### src/hw/lc3b_commit_pkg.sv
package lc3b_commit_pkg;

	////////////////////////////////////////
	// Widths and sizes
	////////////////////////////////////////
	localparam int word_width = 16;
	localparam int reg_count = 8;
	localparam int reg_sel_width = 3;
	localparam int rob_depth = 8;
	localparam int rob_tag_width = 3;
	localparam int nzp_width = 3;
	localparam int trap_vector_reg = 7;

	////////////////////////////////////////
	// Encodings
	////////////////////////////////////////
	typedef enum logic [3:0] {
		op_br   = 4'b0000,
		op_add  = 4'b0001,
		op_ldb  = 4'b0010,
		op_stb  = 4'b0011,
		op_jsr  = 4'b0100,
		op_and  = 4'b0101,
		op_ldr  = 4'b0110,
		op_str  = 4'b0111,
		op_not  = 4'b1001,
		op_shf  = 4'b1101,
		op_lea  = 4'b1110,
		op_trap = 4'b1111
	} lc3b_opcode;

	typedef enum logic [1:0] {
		st_idle = 2'b00,
		st_bus  = 2'b01,
		st_done = 2'b10
	} store_state;

	// Branches and stores leave the register file alone
	function automatic logic writes_reg(input lc3b_opcode op);
		case (op)
			op_br, op_str, op_stb: writes_reg = 1'b0;
			default: writes_reg = 1'b1;
		endcase
	endfunction

	function automatic logic [reg_sel_width-1:0] target_reg(input lc3b_opcode op,
			input logic [reg_sel_width-1:0] dest);
		if (op == op_trap)
			target_reg = reg_sel_width'(trap_vector_reg); // Trap vector always lands in R7
		else
			target_reg = dest;
	endfunction

endpackage

### src/hw/reorder_buffer.sv
`timescale 1ns/1ns

module reorder_buffer (
	input  logic clk,
	input  logic rst_n,
	input  logic disp_valid,
	input  lc3b_commit_pkg::lc3b_opcode disp_opcode,
	input  logic [lc3b_commit_pkg::reg_sel_width-1:0] disp_dest,
	input  logic disp_predict,
	output logic disp_ready,
	output logic [lc3b_commit_pkg::rob_tag_width-1:0] disp_tag,
	input  logic cmpl_valid,
	input  logic [lc3b_commit_pkg::rob_tag_width-1:0] cmpl_tag,
	input  logic [lc3b_commit_pkg::word_width-1:0] cmpl_value,
	input  logic [lc3b_commit_pkg::word_width-1:0] cmpl_addr,
	input  logic retire,
	input  logic flush,
	output logic head_valid,
	output lc3b_commit_pkg::lc3b_opcode head_opcode,
	output logic [lc3b_commit_pkg::reg_sel_width-1:0] head_dest,
	output logic head_predict,
	output logic [lc3b_commit_pkg::word_width-1:0] head_value,
	output logic [lc3b_commit_pkg::word_width-1:0] head_addr,
	output logic [lc3b_commit_pkg::rob_tag_width-1:0] head_tag
);

	lc3b_commit_pkg::lc3b_opcode opcode_q [lc3b_commit_pkg::rob_depth];
	logic [lc3b_commit_pkg::reg_sel_width-1:0] dest_q [lc3b_commit_pkg::rob_depth];
	logic [lc3b_commit_pkg::word_width-1:0] value_q [lc3b_commit_pkg::rob_depth];
	logic [lc3b_commit_pkg::word_width-1:0] addr_q [lc3b_commit_pkg::rob_depth];
	logic [lc3b_commit_pkg::rob_depth-1:0] predict_q;
	logic [lc3b_commit_pkg::rob_depth-1:0] done_q;

	logic [lc3b_commit_pkg::rob_tag_width-1:0] head_ptr;
	logic [lc3b_commit_pkg::rob_tag_width-1:0] tail_ptr;
	logic [lc3b_commit_pkg::rob_tag_width:0] count;
	logic push;
	logic pop;

	assign disp_ready = (count != lc3b_commit_pkg::rob_depth) && !flush; // No entry slips in during a flush
	assign disp_tag = tail_ptr;
	assign push = disp_valid && disp_ready;
	assign pop = retire;

	////////////////////////////////////////
	// Pointers, count and done bits
	////////////////////////////////////////
	always_ff @(posedge clk) begin
		if (!rst_n) begin
			head_ptr <= '0;
			tail_ptr <= '0;
			count <= '0;
			done_q <= '0;
		end else if (flush) begin
			head_ptr <= '0;
			tail_ptr <= '0;
			count <= '0;
			done_q <= '0;
		end else begin
			if (push)
				tail_ptr <= tail_ptr + 1'b1;
			if (pop)
				head_ptr <= head_ptr + 1'b1;
			case ({push, pop})
				2'b10: count <= count + 1'b1;
				2'b01: count <= count - 1'b1;
				default: ;
			endcase
			if (cmpl_valid)
				done_q[cmpl_tag] <= 1'b1;
			if (push)
				done_q[tail_ptr] <= 1'b0; // A fresh entry waits for its completion
		end
	end

	////////////////////////////////////////
	// Entry payload
	////////////////////////////////////////
	always_ff @(posedge clk) begin
		if (push) begin
			opcode_q[tail_ptr] <= disp_opcode;
			dest_q[tail_ptr] <= disp_dest;
			predict_q[tail_ptr] <= disp_predict;
		end
		if (cmpl_valid) begin
			value_q[cmpl_tag] <= cmpl_value;
			addr_q[cmpl_tag] <= cmpl_addr;
		end
	end

	assign head_valid = (count != '0) && done_q[head_ptr];
	assign head_opcode = opcode_q[head_ptr];
	assign head_dest = dest_q[head_ptr];
	assign head_predict = predict_q[head_ptr];
	assign head_value = value_q[head_ptr];
	assign head_addr = addr_q[head_ptr];
	assign head_tag = head_ptr;

endmodule

### src/hw/commit_control.sv
`timescale 1ns/1ns

module commit_control (
	input  logic head_valid,
	input  lc3b_commit_pkg::lc3b_opcode head_opcode,
	input  logic [lc3b_commit_pkg::reg_sel_width-1:0] head_dest,
	input  logic head_predict,
	input  logic [lc3b_commit_pkg::word_width-1:0] head_value,
	input  logic [lc3b_commit_pkg::rob_tag_width-1:0] head_tag,
	input  logic [lc3b_commit_pkg::rob_tag_width-1:0] rf_busy_tag,
	input  logic taken,
	input  logic store_done,
	output logic retire,
	output logic rf_write,
	output logic [lc3b_commit_pkg::reg_sel_width-1:0] rf_dest,
	output logic [lc3b_commit_pkg::word_width-1:0] rf_value,
	output logic rf_clear_busy,
	output logic [lc3b_commit_pkg::reg_sel_width-1:0] busy_tag_sel,
	output logic cc_load,
	output logic flush,
	output logic redirect,
	output logic [lc3b_commit_pkg::word_width-1:0] new_pc,
	output logic store_req
);

	logic owner_match;

	assign rf_dest = lc3b_commit_pkg::target_reg(head_opcode, head_dest);
	assign busy_tag_sel = rf_dest;
	assign rf_value = head_value; // For a trap the value is the vector itself
	assign new_pc = head_value;

	// Only the youngest writer of a register may release it
	assign owner_match = (rf_busy_tag == head_tag);

	////////////////////////////////////////
	// Retire decision for the head entry
	////////////////////////////////////////
	always_comb begin
		retire = 1'b0;
		rf_write = 1'b0;
		rf_clear_busy = 1'b0;
		cc_load = 1'b0;
		flush = 1'b0;
		redirect = 1'b0;
		store_req = 1'b0;
		if (head_valid) begin
			case (head_opcode)
				lc3b_commit_pkg::op_add,
				lc3b_commit_pkg::op_and,
				lc3b_commit_pkg::op_not,
				lc3b_commit_pkg::op_shf,
				lc3b_commit_pkg::op_lea,
				lc3b_commit_pkg::op_ldr,
				lc3b_commit_pkg::op_ldb: begin
					rf_write = 1'b1;
					rf_clear_busy = owner_match;
					cc_load = 1'b1;
					retire = 1'b1;
				end
				lc3b_commit_pkg::op_jsr: begin
					rf_write = 1'b1; // Link write leaves the condition codes alone
					rf_clear_busy = owner_match;
					retire = 1'b1;
				end
				lc3b_commit_pkg::op_br: begin
					if (taken != head_predict) begin
						flush = 1'b1; // Mispredict throws away everything younger
						redirect = 1'b1;
					end
					retire = 1'b1;
				end
				lc3b_commit_pkg::op_trap: begin
					rf_write = 1'b1;
					rf_clear_busy = owner_match;
					flush = 1'b1;
					redirect = 1'b1;
					retire = 1'b1;
				end
				lc3b_commit_pkg::op_str,
				lc3b_commit_pkg::op_stb: begin
					store_req = 1'b1; // Head stalls until the bus cycle ends
					retire = store_done;
				end
				default: begin
					retire = 1'b1; // Unknown opcode is dropped so the buffer keeps moving
				end
			endcase
		end
	end

endmodule

### src/hw/branch_resolve.sv
`timescale 1ns/1ns

module branch_resolve (
	input  logic clk,
	input  logic rst_n,
	input  logic cc_load,
	input  logic [lc3b_commit_pkg::word_width-1:0] result,
	input  logic [lc3b_commit_pkg::nzp_width-1:0] cond,
	output logic taken
);

	logic [lc3b_commit_pkg::nzp_width-1:0] gen_cc;
	logic [lc3b_commit_pkg::nzp_width-1:0] cc_q;
	logic neg;
	logic zero;

	////////////////////////////////////////
	// Condition-code generation
	////////////////////////////////////////
	assign neg = result[lc3b_commit_pkg::word_width-1];
	assign zero = (result == '0);
	assign gen_cc = {neg, zero, !neg && !zero}; // Bit 2 is n, bit 0 is p

	always_ff @(posedge clk) begin
		if (!rst_n)
			cc_q <= '0;
		else if (cc_load)
			cc_q <= gen_cc;
	end

	// Any requested flag that is set makes the branch taken
	assign taken = |(cond & cc_q);

endmodule

### src/hw/arch_regfile.sv
`timescale 1ns/1ns

module arch_regfile (
	input  logic clk,
	input  logic rst_n,
	input  logic disp_mark,
	input  logic [lc3b_commit_pkg::reg_sel_width-1:0] disp_dest,
	input  logic [lc3b_commit_pkg::rob_tag_width-1:0] disp_tag,
	input  logic rf_write,
	input  logic [lc3b_commit_pkg::reg_sel_width-1:0] rf_dest,
	input  logic [lc3b_commit_pkg::word_width-1:0] rf_value,
	input  logic rf_clear_busy,
	input  logic flush,
	input  logic [lc3b_commit_pkg::reg_sel_width-1:0] busy_tag_sel,
	output logic [lc3b_commit_pkg::rob_tag_width-1:0] rf_busy_tag,
	input  logic [lc3b_commit_pkg::reg_sel_width-1:0] rd_sel,
	output logic [lc3b_commit_pkg::word_width-1:0] rd_value,
	output logic rd_busy,
	output logic [lc3b_commit_pkg::rob_tag_width-1:0] rd_tag
);

	logic [lc3b_commit_pkg::word_width-1:0] value_q [lc3b_commit_pkg::reg_count];
	logic [lc3b_commit_pkg::rob_tag_width-1:0] tag_q [lc3b_commit_pkg::reg_count];
	logic [lc3b_commit_pkg::reg_count-1:0] busy_q;

	always_ff @(posedge clk) begin
		if (!rst_n) begin
			for (int i = 0; i < lc3b_commit_pkg::reg_count; i++)
				value_q[i] <= '0;
		end else if (rf_write) begin
			value_q[rf_dest] <= rf_value; // Written even if a younger writer keeps it busy
		end
	end

	always_ff @(posedge clk) begin
		if (!rst_n) begin
			busy_q <= '0;
		end else if (flush) begin
			busy_q <= '0;
		end else begin
			if (rf_clear_busy)
				busy_q[rf_dest] <= 1'b0;
			if (disp_mark)
				busy_q[disp_dest] <= 1'b1; // Later assignment wins over the clear
		end
	end

	always_ff @(posedge clk) begin
		if (disp_mark)
			tag_q[disp_dest] <= disp_tag;
	end

	assign rf_busy_tag = tag_q[busy_tag_sel];

	assign rd_value = value_q[rd_sel];
	assign rd_busy = busy_q[rd_sel];
	assign rd_tag = tag_q[rd_sel];

endmodule

### src/hw/store_commit_port.sv
`timescale 1ns/1ns

module store_commit_port (
	input  logic clk,
	input  logic rst_n,
	input  logic store_req,
	input  logic store_byte,
	input  logic [lc3b_commit_pkg::word_width-1:0] addr,
	input  logic [lc3b_commit_pkg::word_width-1:0] data,
	output logic store_done,
	output logic wb_cyc,
	output logic wb_stb,
	output logic wb_we,
	output logic [lc3b_commit_pkg::word_width-1:0] wb_adr,
	output logic [lc3b_commit_pkg::word_width-1:0] wb_dat_o,
	output logic [1:0] wb_sel,
	input  logic wb_ack
);

	lc3b_commit_pkg::store_state state;

	always_ff @(posedge clk) begin
		if (!rst_n) begin
			state <= lc3b_commit_pkg::st_idle;
		end else begin
			case (state)
				lc3b_commit_pkg::st_idle: if (store_req) state <= lc3b_commit_pkg::st_bus;
				lc3b_commit_pkg::st_bus:  if (wb_ack) state <= lc3b_commit_pkg::st_done;
				default: state <= lc3b_commit_pkg::st_idle; // One quiet cycle before the next store
			endcase
		end
	end

	// Bus payload is captured as the cycle starts
	always_ff @(posedge clk) begin
		if (state == lc3b_commit_pkg::st_idle && store_req) begin
			wb_adr <= addr;
			if (store_byte) begin
				wb_dat_o <= {data[7:0], data[7:0]};
				wb_sel <= addr[0] ? 2'b10 : 2'b01;
			end else begin
				wb_dat_o <= data;
				wb_sel <= 2'b11;
			end
		end
	end

	assign wb_cyc = (state == lc3b_commit_pkg::st_bus);
	assign wb_stb = wb_cyc;
	assign wb_we = wb_cyc;
	assign store_done = wb_cyc && wb_ack;

endmodule

### src/hw/commit_unit_top.sv
`timescale 1ns/1ns

module commit_unit_top (
	input  logic clk,
	input  logic rst_n,
	input  logic disp_valid,
	input  lc3b_commit_pkg::lc3b_opcode disp_opcode,
	input  logic [lc3b_commit_pkg::reg_sel_width-1:0] disp_dest,
	input  logic disp_predict,
	output logic disp_ready,
	output logic [lc3b_commit_pkg::rob_tag_width-1:0] disp_tag,
	input  logic cmpl_valid,
	input  logic [lc3b_commit_pkg::rob_tag_width-1:0] cmpl_tag,
	input  logic [lc3b_commit_pkg::word_width-1:0] cmpl_value,
	input  logic [lc3b_commit_pkg::word_width-1:0] cmpl_addr,
	output logic flush,
	output logic redirect,
	output logic [lc3b_commit_pkg::word_width-1:0] new_pc,
	output logic wb_cyc,
	output logic wb_stb,
	output logic wb_we,
	output logic [lc3b_commit_pkg::word_width-1:0] wb_adr,
	output logic [lc3b_commit_pkg::word_width-1:0] wb_dat_o,
	output logic [1:0] wb_sel,
	input  logic wb_ack,
	input  logic [lc3b_commit_pkg::reg_sel_width-1:0] rd_sel,
	output logic [lc3b_commit_pkg::word_width-1:0] rd_value,
	output logic rd_busy,
	output logic [lc3b_commit_pkg::rob_tag_width-1:0] rd_tag
);

	logic head_valid;
	lc3b_commit_pkg::lc3b_opcode head_opcode;
	logic [lc3b_commit_pkg::reg_sel_width-1:0] head_dest;
	logic head_predict;
	logic [lc3b_commit_pkg::word_width-1:0] head_value;
	logic [lc3b_commit_pkg::word_width-1:0] head_addr;
	logic [lc3b_commit_pkg::rob_tag_width-1:0] head_tag;
	logic retire;
	logic rf_write;
	logic rf_clear_busy;
	logic [lc3b_commit_pkg::reg_sel_width-1:0] rf_dest;
	logic [lc3b_commit_pkg::word_width-1:0] rf_value;
	logic [lc3b_commit_pkg::reg_sel_width-1:0] busy_tag_sel;
	logic [lc3b_commit_pkg::rob_tag_width-1:0] rf_busy_tag;
	logic cc_load;
	logic taken;
	logic store_req;
	logic store_done;
	logic disp_mark;
	logic [lc3b_commit_pkg::reg_sel_width-1:0] disp_target;

	////////////////////////////////////////
	// Dispatch-side register reservation
	////////////////////////////////////////
	assign disp_mark = disp_valid && disp_ready && lc3b_commit_pkg::writes_reg(disp_opcode);
	assign disp_target = lc3b_commit_pkg::target_reg(disp_opcode, disp_dest);

	reorder_buffer u_rob (
		.clk, .rst_n, .disp_valid, .disp_opcode, .disp_dest, .disp_predict,
		.disp_ready, .disp_tag, .cmpl_valid, .cmpl_tag, .cmpl_value, .cmpl_addr,
		.retire, .flush, .head_valid, .head_opcode, .head_dest, .head_predict,
		.head_value, .head_addr, .head_tag
	);

	commit_control u_ctrl (
		.head_valid, .head_opcode, .head_dest, .head_predict, .head_value, .head_tag,
		.rf_busy_tag, .taken, .store_done, .retire, .rf_write, .rf_dest, .rf_value,
		.rf_clear_busy, .busy_tag_sel, .cc_load, .flush, .redirect, .new_pc, .store_req
	);

	branch_resolve u_br (
		.clk, .rst_n, .cc_load, .result(head_value), .cond(head_dest), .taken
	);

	arch_regfile u_rf (
		.clk, .rst_n, .disp_mark, .disp_dest(disp_target), .disp_tag, .rf_write, .rf_dest,
		.rf_value, .rf_clear_busy, .flush, .busy_tag_sel, .rf_busy_tag, .rd_sel,
		.rd_value, .rd_busy, .rd_tag
	);

	store_commit_port u_st (
		.clk, .rst_n, .store_req, .store_byte(head_opcode == lc3b_commit_pkg::op_stb),
		.addr(head_addr), .data(head_value), .store_done, .wb_cyc, .wb_stb, .wb_we,
		.wb_adr, .wb_dat_o, .wb_sel, .wb_ack
	);

endmodule

### config.mk
export PLATFORM = sky130hd
export DESIGN_NAME = commit_unit_top
export DESIGN_NICKNAME = d
export VERILOG_FILES = /design/src/hw/lc3b_commit_pkg.sv /design/src/hw/reorder_buffer.sv /design/src/hw/commit_control.sv /design/src/hw/branch_resolve.sv /design/src/hw/arch_regfile.sv /design/src/hw/store_commit_port.sv /design/src/hw/commit_unit_top.sv
export SDC_FILE = /design/constraint.sdc
export NUM_CORES = 1
export LEC_CHECK = 0
export BUFFER_PORTS_ARGS = -buffer_cell sky130_fd_sc_hd__buf_4
export CORE_MARGIN = 1
export CORE_UTILIZATION = 60
export CTS_CLUSTER_SIZE = 14
export DETAILED_ROUTE_END_ITERATION = 10
export HOLD_SLACK_MARGIN = 0.12
export PLACE_DENSITY = 0.79
export SLEW_MARGIN = 20
export SYNTH_ARGS = -nofsm -noshare
export SYNTH_HDL_FRONTEND = slang
export SYNTH_SLANG_ARGS = --single-unit
### constraint.sdc
create_clock -name clk -period 6 [get_ports clk]
set_input_delay 0.3 -clock clk [delete_from_list [all_inputs] [get_ports clk]]
set_output_delay 0.3 -clock clk [all_outputs]
set_load 0.02 [all_outputs]
== Word-level counts from Yosys, hierarchy flattened ==
Memory sizes are Yosys's and may differ from the RTL's. A register that Yosys moved wholly into a read port is not among the register bits.
Cells that the tools add are included.
Operators by class
  add/sub/neg operators: 4
  equal/unequal tests: 22
  bitwise operators: 8
  magnitude comparators: 10
  reduce and logical (&&, ||, !) cells: 28
  multiplexer cells: 66
Operators by type and width (count)
  $mux W8: 8
  $mux W3: 11
  $mux W16: 2
  $mux W1: 31
  $lt A3 B4 Y1 const B: 6
  $eq A4 B3 Y1 const B: 5
  $eq A4 B4 Y1 const B: 5
  $and A8 B8 Y8: 2
  $logic_not A16 Y1: 1
  $not A8 Y8: 2
  $or A8 B8 Y8: 2
  $reduce_or A16 Y1: 1
  $demux W1 S3: 4
  $eq A4 B2 Y1 const B: 3
  $ge A3 B1 Y1 const B: 4
  $logic_and A1 B1 Y1: 11
  $bmux W1 S3: 3
  $reduce_or A9 Y1: 1
  $bwmux W8: 1
  $logic_not A4 Y1: 2
  $pmux W4 S2: 1
  $reduce_or A7 Y1: 1
  $add A3 B1 Y3 const B: 2
  $mux W2: 3
  other kinds (21): 26
Word-level totals
  flip-flop bits (word level): 73
  output and inout bits: 79
  input bits: 51
  word-level logic and storage cells: 155
  memories kept: 6
  memory bits (writable): 464
Memory list
  u_rf.value_q: words 8, width 16, rd ports 1, clocked after memory_dff 0, wr ports 8, RTL line arch_regfile.sv:22  | logic [lc3b_commit_pkg::word_width-1:0] value_q [lc3b_commit_pkg::reg_count];
  u_rob.addr_q: words 8, width 16, rd ports 1, clocked after memory_dff 1, wr ports 1, RTL line reorder_buffer.sv:30  | logic [lc3b_commit_pkg::word_width-1:0] addr_q [lc3b_commit_pkg::rob_depth];
  u_rob.value_q: words 8, width 16, rd ports 1, clocked after memory_dff 1, wr ports 1, RTL line reorder_buffer.sv:29  | logic [lc3b_commit_pkg::word_width-1:0] value_q [lc3b_commit_pkg::rob_depth];
  u_rob.opcode_q: words 8, width 4, rd ports 1, clocked after memory_dff 1, wr ports 1, RTL line reorder_buffer.sv:27  | lc3b_commit_pkg::lc3b_opcode opcode_q [lc3b_commit_pkg::rob_depth];
  u_rf.tag_q: words 8, width 3, rd ports 2, clocked after memory_dff 0, wr ports 1, RTL line arch_regfile.sv:23  | logic [lc3b_commit_pkg::rob_tag_width-1:0] tag_q [lc3b_commit_pkg::reg_count];
  u_rob.dest_q: words 8, width 3, rd ports 1, clocked after memory_dff 1, wr ports 1, RTL line reorder_buffer.sv:28  | logic [lc3b_commit_pkg::reg_sel_width-1:0] dest_q [lc3b_commit_pkg::rob_depth];

== Longest topological paths before layout ==
Gate-level depths: netlist of the first run.
  depth in word-level cells: 13
  gate-level depth with buffers: 16
  depth with buffers taken out: 13

== Modules after synthesis ==
A second synthesis of the first run with hierarchy kept.
Unflattened totals
  cells, all modules: 1166
  area total of the unflattened synthesis: 22396.5 um^2
Modules (own cells, without submodules)
  reorder_buffer: area an instance 13052.5 um^2, times used 1, cells each 582
  arch_regfile: area an instance 7455.9 um^2, times used 1, cells each 439
  store_commit_port: area an instance 1227.4 um^2, times used 1, cells each 56
  commit_control: area an instance 445.4 um^2, times used 1, cells each 62
  branch_resolve: area an instance 158.9 um^2, times used 1, cells each 18
  commit_unit_top: area an instance 56.3 um^2, times used 1, cells each 9

== Worst setup path after synthesis of the first run ==
No wires, ideal clock.
  path type: reg2reg
  start point: register (tool-made name)
  end point: register u_st.wb_adr[0] (netlist name), enable pin
  path slack: 1460 ps
  period minus slack after synthesis: 4540 ps
  setup time: 468 ps
  data arrival time: 4073 ps
  buffers on the path: 1
  cell stages (with the launch flop): 8
  cell sequence: dfxtp_1 -> buf_6 -> mux4_2 -> mux2i_2 -> nor2b_1 -> and2_1 -> nand2b_1 -> nor3_1
RTL lines
  end signal, assigned: RTL line store_commit_port.sv:37  | wb_adr <= addr;
  end, declared: RTL line store_commit_port.sv:14  | output logic [lc3b_commit_pkg::word_width-1:0] wb_adr,

==> results of run 1 <==
## worst max-delay path, delay by kind of cell, from the launching register on
| family | cells | cell delay [ps] |
|---|---|---|
| flip-flops | 1 | 800 |
| AND/OR/NAND/NOR | 4 | 2530 |
| multiplexers | 2 | 1050 |
## through the flow
step	power [mW]	util	cells
after floorplan	4.606	-	1189
after global placement	4.780	0.6553	1747
after detailed placement	4.798	0.6556	1748
after CTS	8.143	0.7171	1886
after global routing	8.334	0.7173	1886
final	8.119	0.7173	1887
## sequential cells by signal, indices dropped and copies added (netlist names), named ones only
name and count:
u_st.wb_adr 16, u_rob.head_tag 3, u_br.cc_q 3, u_rob.opcode_q 32
u_rob.value_q 128, u_rob.predict_q 8, u_rf.busy_q 8, u_rob.addr_q 128
u_st.wb_dat_o 16, u_st.state 2, u_rob.done_q 8, u_st.wb_sel 2
u_rob.count 4, u_rf.value_q 128, u_rob.dest_q 24, u_rf.tag_q 24
u_rob.disp_tag 3
## worst paths after layout
path	endpoint
max	u_rf.value_q[5][0]$_SDFFCE_PN0P_
min	u_rob.disp_tag[2]$_SDFFE_PP0P_
max reg2reg	u_rf.value_q[5][0]$_SDFFCE_PN0P_
min reg2reg	u_rf.busy_q[6]$_SDFF_PP0_
## routing by layer
layer	GRT usage	up-vias	wire length, µm
met2	0.4445	596	24040
met5	0	-	0
met1	0.3523	6007	18090
met4	0.08480	0	1088
li1	-	5041	-
met3	0.05947	92	4297
## what timing repair did
| action | CTS | global route |
|---|---|---|
| hold buffers | 42 | 0 |
| gates resized for setup | 0 | 0 |
| endpoints found under the hold margin | 312 | 0 |
## report_power, final
group | internal, mW | total [mW] | switching [mW]
Clock | 2.01 | 3.37 | 1.36
Sequential | 4.23 | 4.28 | 0.0517
Combinational | 0.198 | 0.467 | 0.269
Total | 6.44 | 8.12 | 1.68
## cell type report
type	count	area (µm²)
Clock inverter	24	304.0
Timing Repair Buffer	209	1678
Tap cell	461	576.8
Fill cell	2075	10080
Sequential cell	540	15880
Clock buffer	72	1469
Inverter	21	78.83
Antenna cell	1	2.502
Multi-Input combinational cell	559	5584
## logic make-up (layout without fill, tap and decap cells)
logic type               Yosys count  in the layout  share of synthesized area
adder cells (fa/ha/maj)            5              5                   0.002872
AO/OA/AOI/OAI                     43             43                    0.01603
multiplexers                     204            204                     0.1675
XOR/XNOR                          12             12                   0.004825
buffers and inverters             90            326                    0.01872
flip-flops                       540            540                     0.7288
AND/OR/NAND/NOR                  295            295                    0.06123
other                              0              1                          0
## cells in the final DEF, fill, tap and decap left out, types with 3 or more instances in the layout
master / Yosys / final
edfxtp_1: 506 / 506
nor2_1: 188 / 182
buf_4: 6 / 166
mux4_2: 122 / 122
clkbuf_16: 0 / 54
nand2_1: 42 / 42
mux2_2: 42 / 42
dlygate4sd3_1: 0 / 42
mux2i_1: 35 / 35
dfxtp_1: 34 / 31
inv_1: 21 / 21
a21oi_1: 17 / 17
clkbuf_1: 35 / 13
nor3_1: 16 / 12
clkinv_2: 0 / 10
nand4_1: 7 / 7
nand2b_1: 7 / 7
a22oi_1: 7 / 7
xnor2_1: 7 / 7
bufinv_16: 0 / 7
nor3_2: 2 / 6
nor2_4: 0 / 6
a211oi_2: 6 / 6
nor2b_1: 5 / 5
xor2_1: 5 / 5
ha_1: 5 / 5
clkbuf_8: 0 / 5
clkinv_1: 0 / 5
mux2i_2: 3 / 3
nand3_1: 3 / 3
nor3b_1: 3 / 3
nor4_1: 4 / 3
and3_1: 3 / 3
or3_1: 3 / 3
==> results_dict.tcl, run 1 <==
set metrics [dict create \
    outcome "complete, but fails checks" \
    violations "design-rule violations" \
    yosysWarnings 0 \
    post_cts_buffers 0 \
    grt_max_degree 45 \
    hold_class "input port to flop" \
    htreeDepth 2 \
    syn2layout_area_growth_pct 17.42 \
    fin_crit_sh 0.7957 \
    nets 1439 \
    synth_edf_count 506 \
    relSlewSlack 0.2751 \
    avgViaCountPerCell 6.219 \
    globalRouteOverflowTotal 0 \
    crit_path_frequent_cell "nand2_1" \
    synth.area.top_cells "edfxtp_1 70%, mux4_2 13%, nor2_1 3.2%, dfxtp_1 3.1%, mux2_2 2.2%" \
    synth_cell_types 53 \
    drc 36 \
    path_cells "mux4_2 -> mux2i_2 -> nor4_1 -> nor3_1 -> nand2_1 -> nand2_1" \
    yosysTopAreaCell "edfxtp_1" \
    synthFlopType "edfxtp_1" \
    place_congestion 0.8485 \
    syn_area_mm2 0.02178 \
    grt_usage 0.2666 \
    io-pin-count 130 \
    drtPass1Iterations 8 \
    tns_ps 0 \
    fin_hold_ws_ps 161.5 \
    num_rows 69 \
    critPathMaxFanout 34 \
    grt_pass1_vias 11980 \
    wl_um 47510 \
    syn_inst 1189 \
    slew_viol_final 0 \
    min-delay-start "disp_valid" \
    via_count 11740 \
    reg2regPathDepth 6 \
    fmax_mhz 209.4 \
    drt-initial-drc-count 1187 \
    cp.required_ps 6190 \
    min_period_ps 4774 \
    syn_nets 1245 \
    critPathSlowestCell "nor3_1" \
    drtAntennaViolNets 0 \
    grt_pass1_wl_um 71230 \
    crit_arrival_ps 4960 \
    worst_slew_pin_slew_ps 1079 \
    yosysTopAreaCellShare 0.6975 \
    die_area_mm2 0.03707 \
    setup_viol 0 \
    peakVddDrop_v 0.0002775 \
    place_hpwl_um 28560 \
    cts_tree "built" \
    root_buffer "clkbuf_16" \
    rsz0062_at_grt "no" \
    maxCapViolCount 0 \
    path_class "flop to flop" \
    synth.most_common_cell "edfxtp_1" \
    clock_sinks 540 \
    finalClockSkew_ps 19.09 \
    critPathMaxStageDelay_ps 900 \
    clkTransAtPathRegs_ps 60 \
    core_area_mm2 0.03566 \
    avgSynthCellArea_um2 18.32 \
    pre_cts_slack_ps 1336 \
    critPathLaunchType "flop" \
    drive_gt1_frac 0.3137 \
    async_reset_ff_frac 0 \
    dpl_cell_area_mm2 0.02338 \
    crit_path_end_kind "flop" \
    dieHeight_um 192.5 \
    p_per_area_mw_per_mm2 317.4 \
    cts-buffers-inserted 52 \
    setup_ws_ps 1226 \
    die_x_um 192.5 \
    holdPathStages 4 \
    start_util 0.6109 \
    clk_path_buf_depth 3 \
    ys_seq_area_frac 0.7288 \
    io_buffers 129 \
    hold_viol_final 0 \
    drt-wirelength-per-cell_um 25.18 \
    design_area_mm2 0.02558 \
    clk_latency_ps 570 \
    ys_seq_elements 540 \
    p_leak_nw 8.792 \
    regToRegSetupSlack_ps 1230 \
    antenna_found_initial 1 \
    synth_common_cells "506 x edfxtp_1, 188 x nor2_1, 122 x mux4_2" \
]
(Power assumes the default switching activity.)
==> inputs of run 2 (changes only) <==
==> constraint.sdc (replaced) <==
create_clock -name clk -period 4.5 [get_ports clk]
set_input_delay 0.225 -clock clk [delete_from_list [all_inputs] [get_ports clk]]
set_output_delay 0.225 -clock clk [all_outputs]
set_load 0.02 [all_outputs]
==> run 2 against run 1 <==
Net effect:
- the run still ends with design-rule violations left
- clock power increased by 22%
- total power up 29%
- first-iteration DRC count is 13% lower
- routed wire length increased by 1.1%
- register-to-register slack got worse by 750 ps
- sequential share of layout area fell by 0.088 points
- global-route usage grew 0.29 points
- core utilization rose by 0.10 points
- via count rose by 0.16%
- sequential power rose by 33%
- hold slack gained 32 ps
- final cell count is 1.4% higher
- highest routed layer is now met5
==> results_dict.tcl, run 2 (synthesis results as in run 1) <==
set metrics [dict create \
    hold_class "input port to flop" \
    setup_ws_ps 472.2 \
    peakVddDrop_v 0.0003171 \
    critPathMaxFanout 15 \
    p_per_area_mw_per_mm2 408.3 \
    wl_um 48040 \
    holdPathStages 3 \
    regToRegSetupSlack_ps 470 \
    cts-buffers-inserted 53 \
    reg2regPathDepth 9 \
    post_cts_buffers 0 \
    p_int_mw 8.244 \
    finalClockSkew_ps 16.17 \
    drive_gt1_frac 0.3147 \
    fmax_mhz 248.3 \
    regArea_mm2 0.01588 \
    cts_tree "built" \
    dp_cells 1772 \
    final_core_util 0.7184 \
    io_buffers 129 \
    critPathLaunchType "flop" \
    place_hpwl_um 28140 \
    drt-initial-drc-count 1037 \
    die_area_mm2 0.03707 \
    fin_crit_sh 0.8951 \
    clk_latency_ps 580 \
    p_leak_nw 8.817 \
    setup_viol 0 \
    clkPwrFrac 0.394 \
    seqPwrFrac 0.545 \
    tns_ps 0 \
    p_switching_mw 2.214 \
    min-delay-start "cmpl_tag[1]" \
    violations "design-rule violations" \
    fillerInstances 2140 \
    min_period_ps 4028 \
    critPathMaxStageDelay_ps 630 \
    num_rows 69 \
    grt_usage 0.2695 \
    antenna_found_initial 3 \
    crit_arrival_ps 4510 \
    io-pin-count 130 \
    multiInputGateArea_mm2 0.005585 \
    path_cells "mux4_2 -> mux2_2 -> a222oi_1 -> xor2_1 -> a211o_1 -> or3_1 -> nor4b_4 -> nor2_1 -> a211oi_2" \
    power_switching_share 0.2117 \
    drt-wirelength-per-cell_um 25.10 \
    grt_max_degree 41 \
    rsz0062_at_grt "no" \
    start_util 0.6109 \
    pwr-share-comb 0.061 \
    clk_path_buf_depth 3 \
    path_class "flop to flop" \
    worst_slew_pin_slew_ps 824.2 \
    outcome "complete, but fails checks" \
    final_cell_mix "506 x edfxtp_1, 191 x buf_4, 182 x nor2_1, 122 x mux4_2, 54 x clkbuf_16" \
    drtAntennaViolNets 0 \
    grt_pass1_wl_um 72600 \
    root_buffer "clkbuf_16" \
    largestRegisters "u_rf.value_q: 128 flops, u_rob.addr_q: 128 flops, u_rob.value_q: 128 flops" \
    hold_viol_final 0 \
    clock_sinks 540 \
    htreeDepth 2 \
    globalRouteOverflowTotal 0 \
    avgViaCountPerCell 6.142 \
    relSlewSlack 0.4505 \
    critPathSlowestCell "or3_1" \
    crit_path_end_kind "flop" \
    slew_viol_final 0 \
    via_count 11760 \
    power.total_mw 10.46 \
    die_x_um 192.5 \
    nets 1466 \
    cp.required_ps 4990 \
    grt_pass1_vias 12300 \
    pre_cts_slack_ps 522.8 \
    clkTransAtPathRegs_ps 60 \
    core_area_mm2 0.03566 \
    drtPass1Iterations 8 \
    drc 20 \
    dieHeight_um 192.5 \
    syn2layout_area_growth_pct 17.58 \
    fin_cells 1914 \
    final_common_cell "edfxtp_1" \
    place_congestion 0.8513 \
    maxCapViolCount 0 \
]
==> run 2: cell count changes in the layout (fill, tap and decap cells not counted), sizes merged <==
cell / before / now
dlygate4sd3: 42 / 44
buf: 167 / 191
clkinv: 16 / 23
bufinv: 7 / 2
clkbuf: 72 / 71
==> run 2: through the flow <==
step | area [µm²] | hold slack (ps)
CTS | 25610 | 176.0
floorplan | 21790 | 323.9
finish | 25610 | 193.7
detailed placement | 23560 | 461.5
global placement | 23560 | 456.3
global route | 25610 | 198.6
==> run 2: worst paths after layout <==
path | to
setup / recovery | u_rf.busy_q[1]$_SDFF_PP0_
hold / removal | u_rob.addr_q[6][12]$_DFFE_PP_
setup reg to reg | u_rf.busy_q[1]$_SDFF_PP0_
hold reg to reg | u_rf.busy_q[6]$_SDFF_PP0_
==> run 2: power groups by stage <==
stage | clock (mW) | combinational [mW] | sequential (mW)
floorplan | 0 | 0.361 | 5.78
global placement | 0 | 0.590 | 5.79
detailed placement | 0 | 0.603 | 5.80
CTS | 4.17 | 0.640 | 5.70
global route | 4.36 | 0.682 | 5.71
finish | 4.12 | 0.639 | 5.70
==> run 2: repair_timing <==
item | in CTS | in global routing
hold buffers | 44 | 0
hold endpoints to repair | 328 | 0
resized for setup | 0 | 0
==> run 2: area by class of cell <==
| class | instances | area share |
|---|---|---|
| Sequential cell | 540 | 0.6201 |
| Multi-Input combinational cell | 559 | 0.2181 |
| Timing Repair Buffer | 235 | 0.07318 |
| Clock buffer | 71 | 0.05564 |
| Tap cell | 461 | 0.02252 |
| Clock inverter | 26 | 0.007279 |
| Inverter | 21 | 0.003078 |
| Antenna cell | 1 | 0.00009770 |
==> run 2: routing by layer <==
| metal | wire length [µm] | vias up | global-route usage |
|---|---|---|---|
| li1 | - | 5093 | - |
| met1 | 18640 | 6067 | 0.3539 |
| met2 | 24870 | 496 | 0.4624 |
| met3 | 3293 | 95 | 0.04692 |
| met4 | 1218 | 4 | 0.08389 |
| met5 | 18 | - | 0 |
==> run 2: worst max-delay path: cells and delay by family (launching register included) <==
family	cells	cell delay (ps)
simple gates	3	1180
mux	2	960
flops	1	530
compound gates	3	1120
xor+xnor	1	150
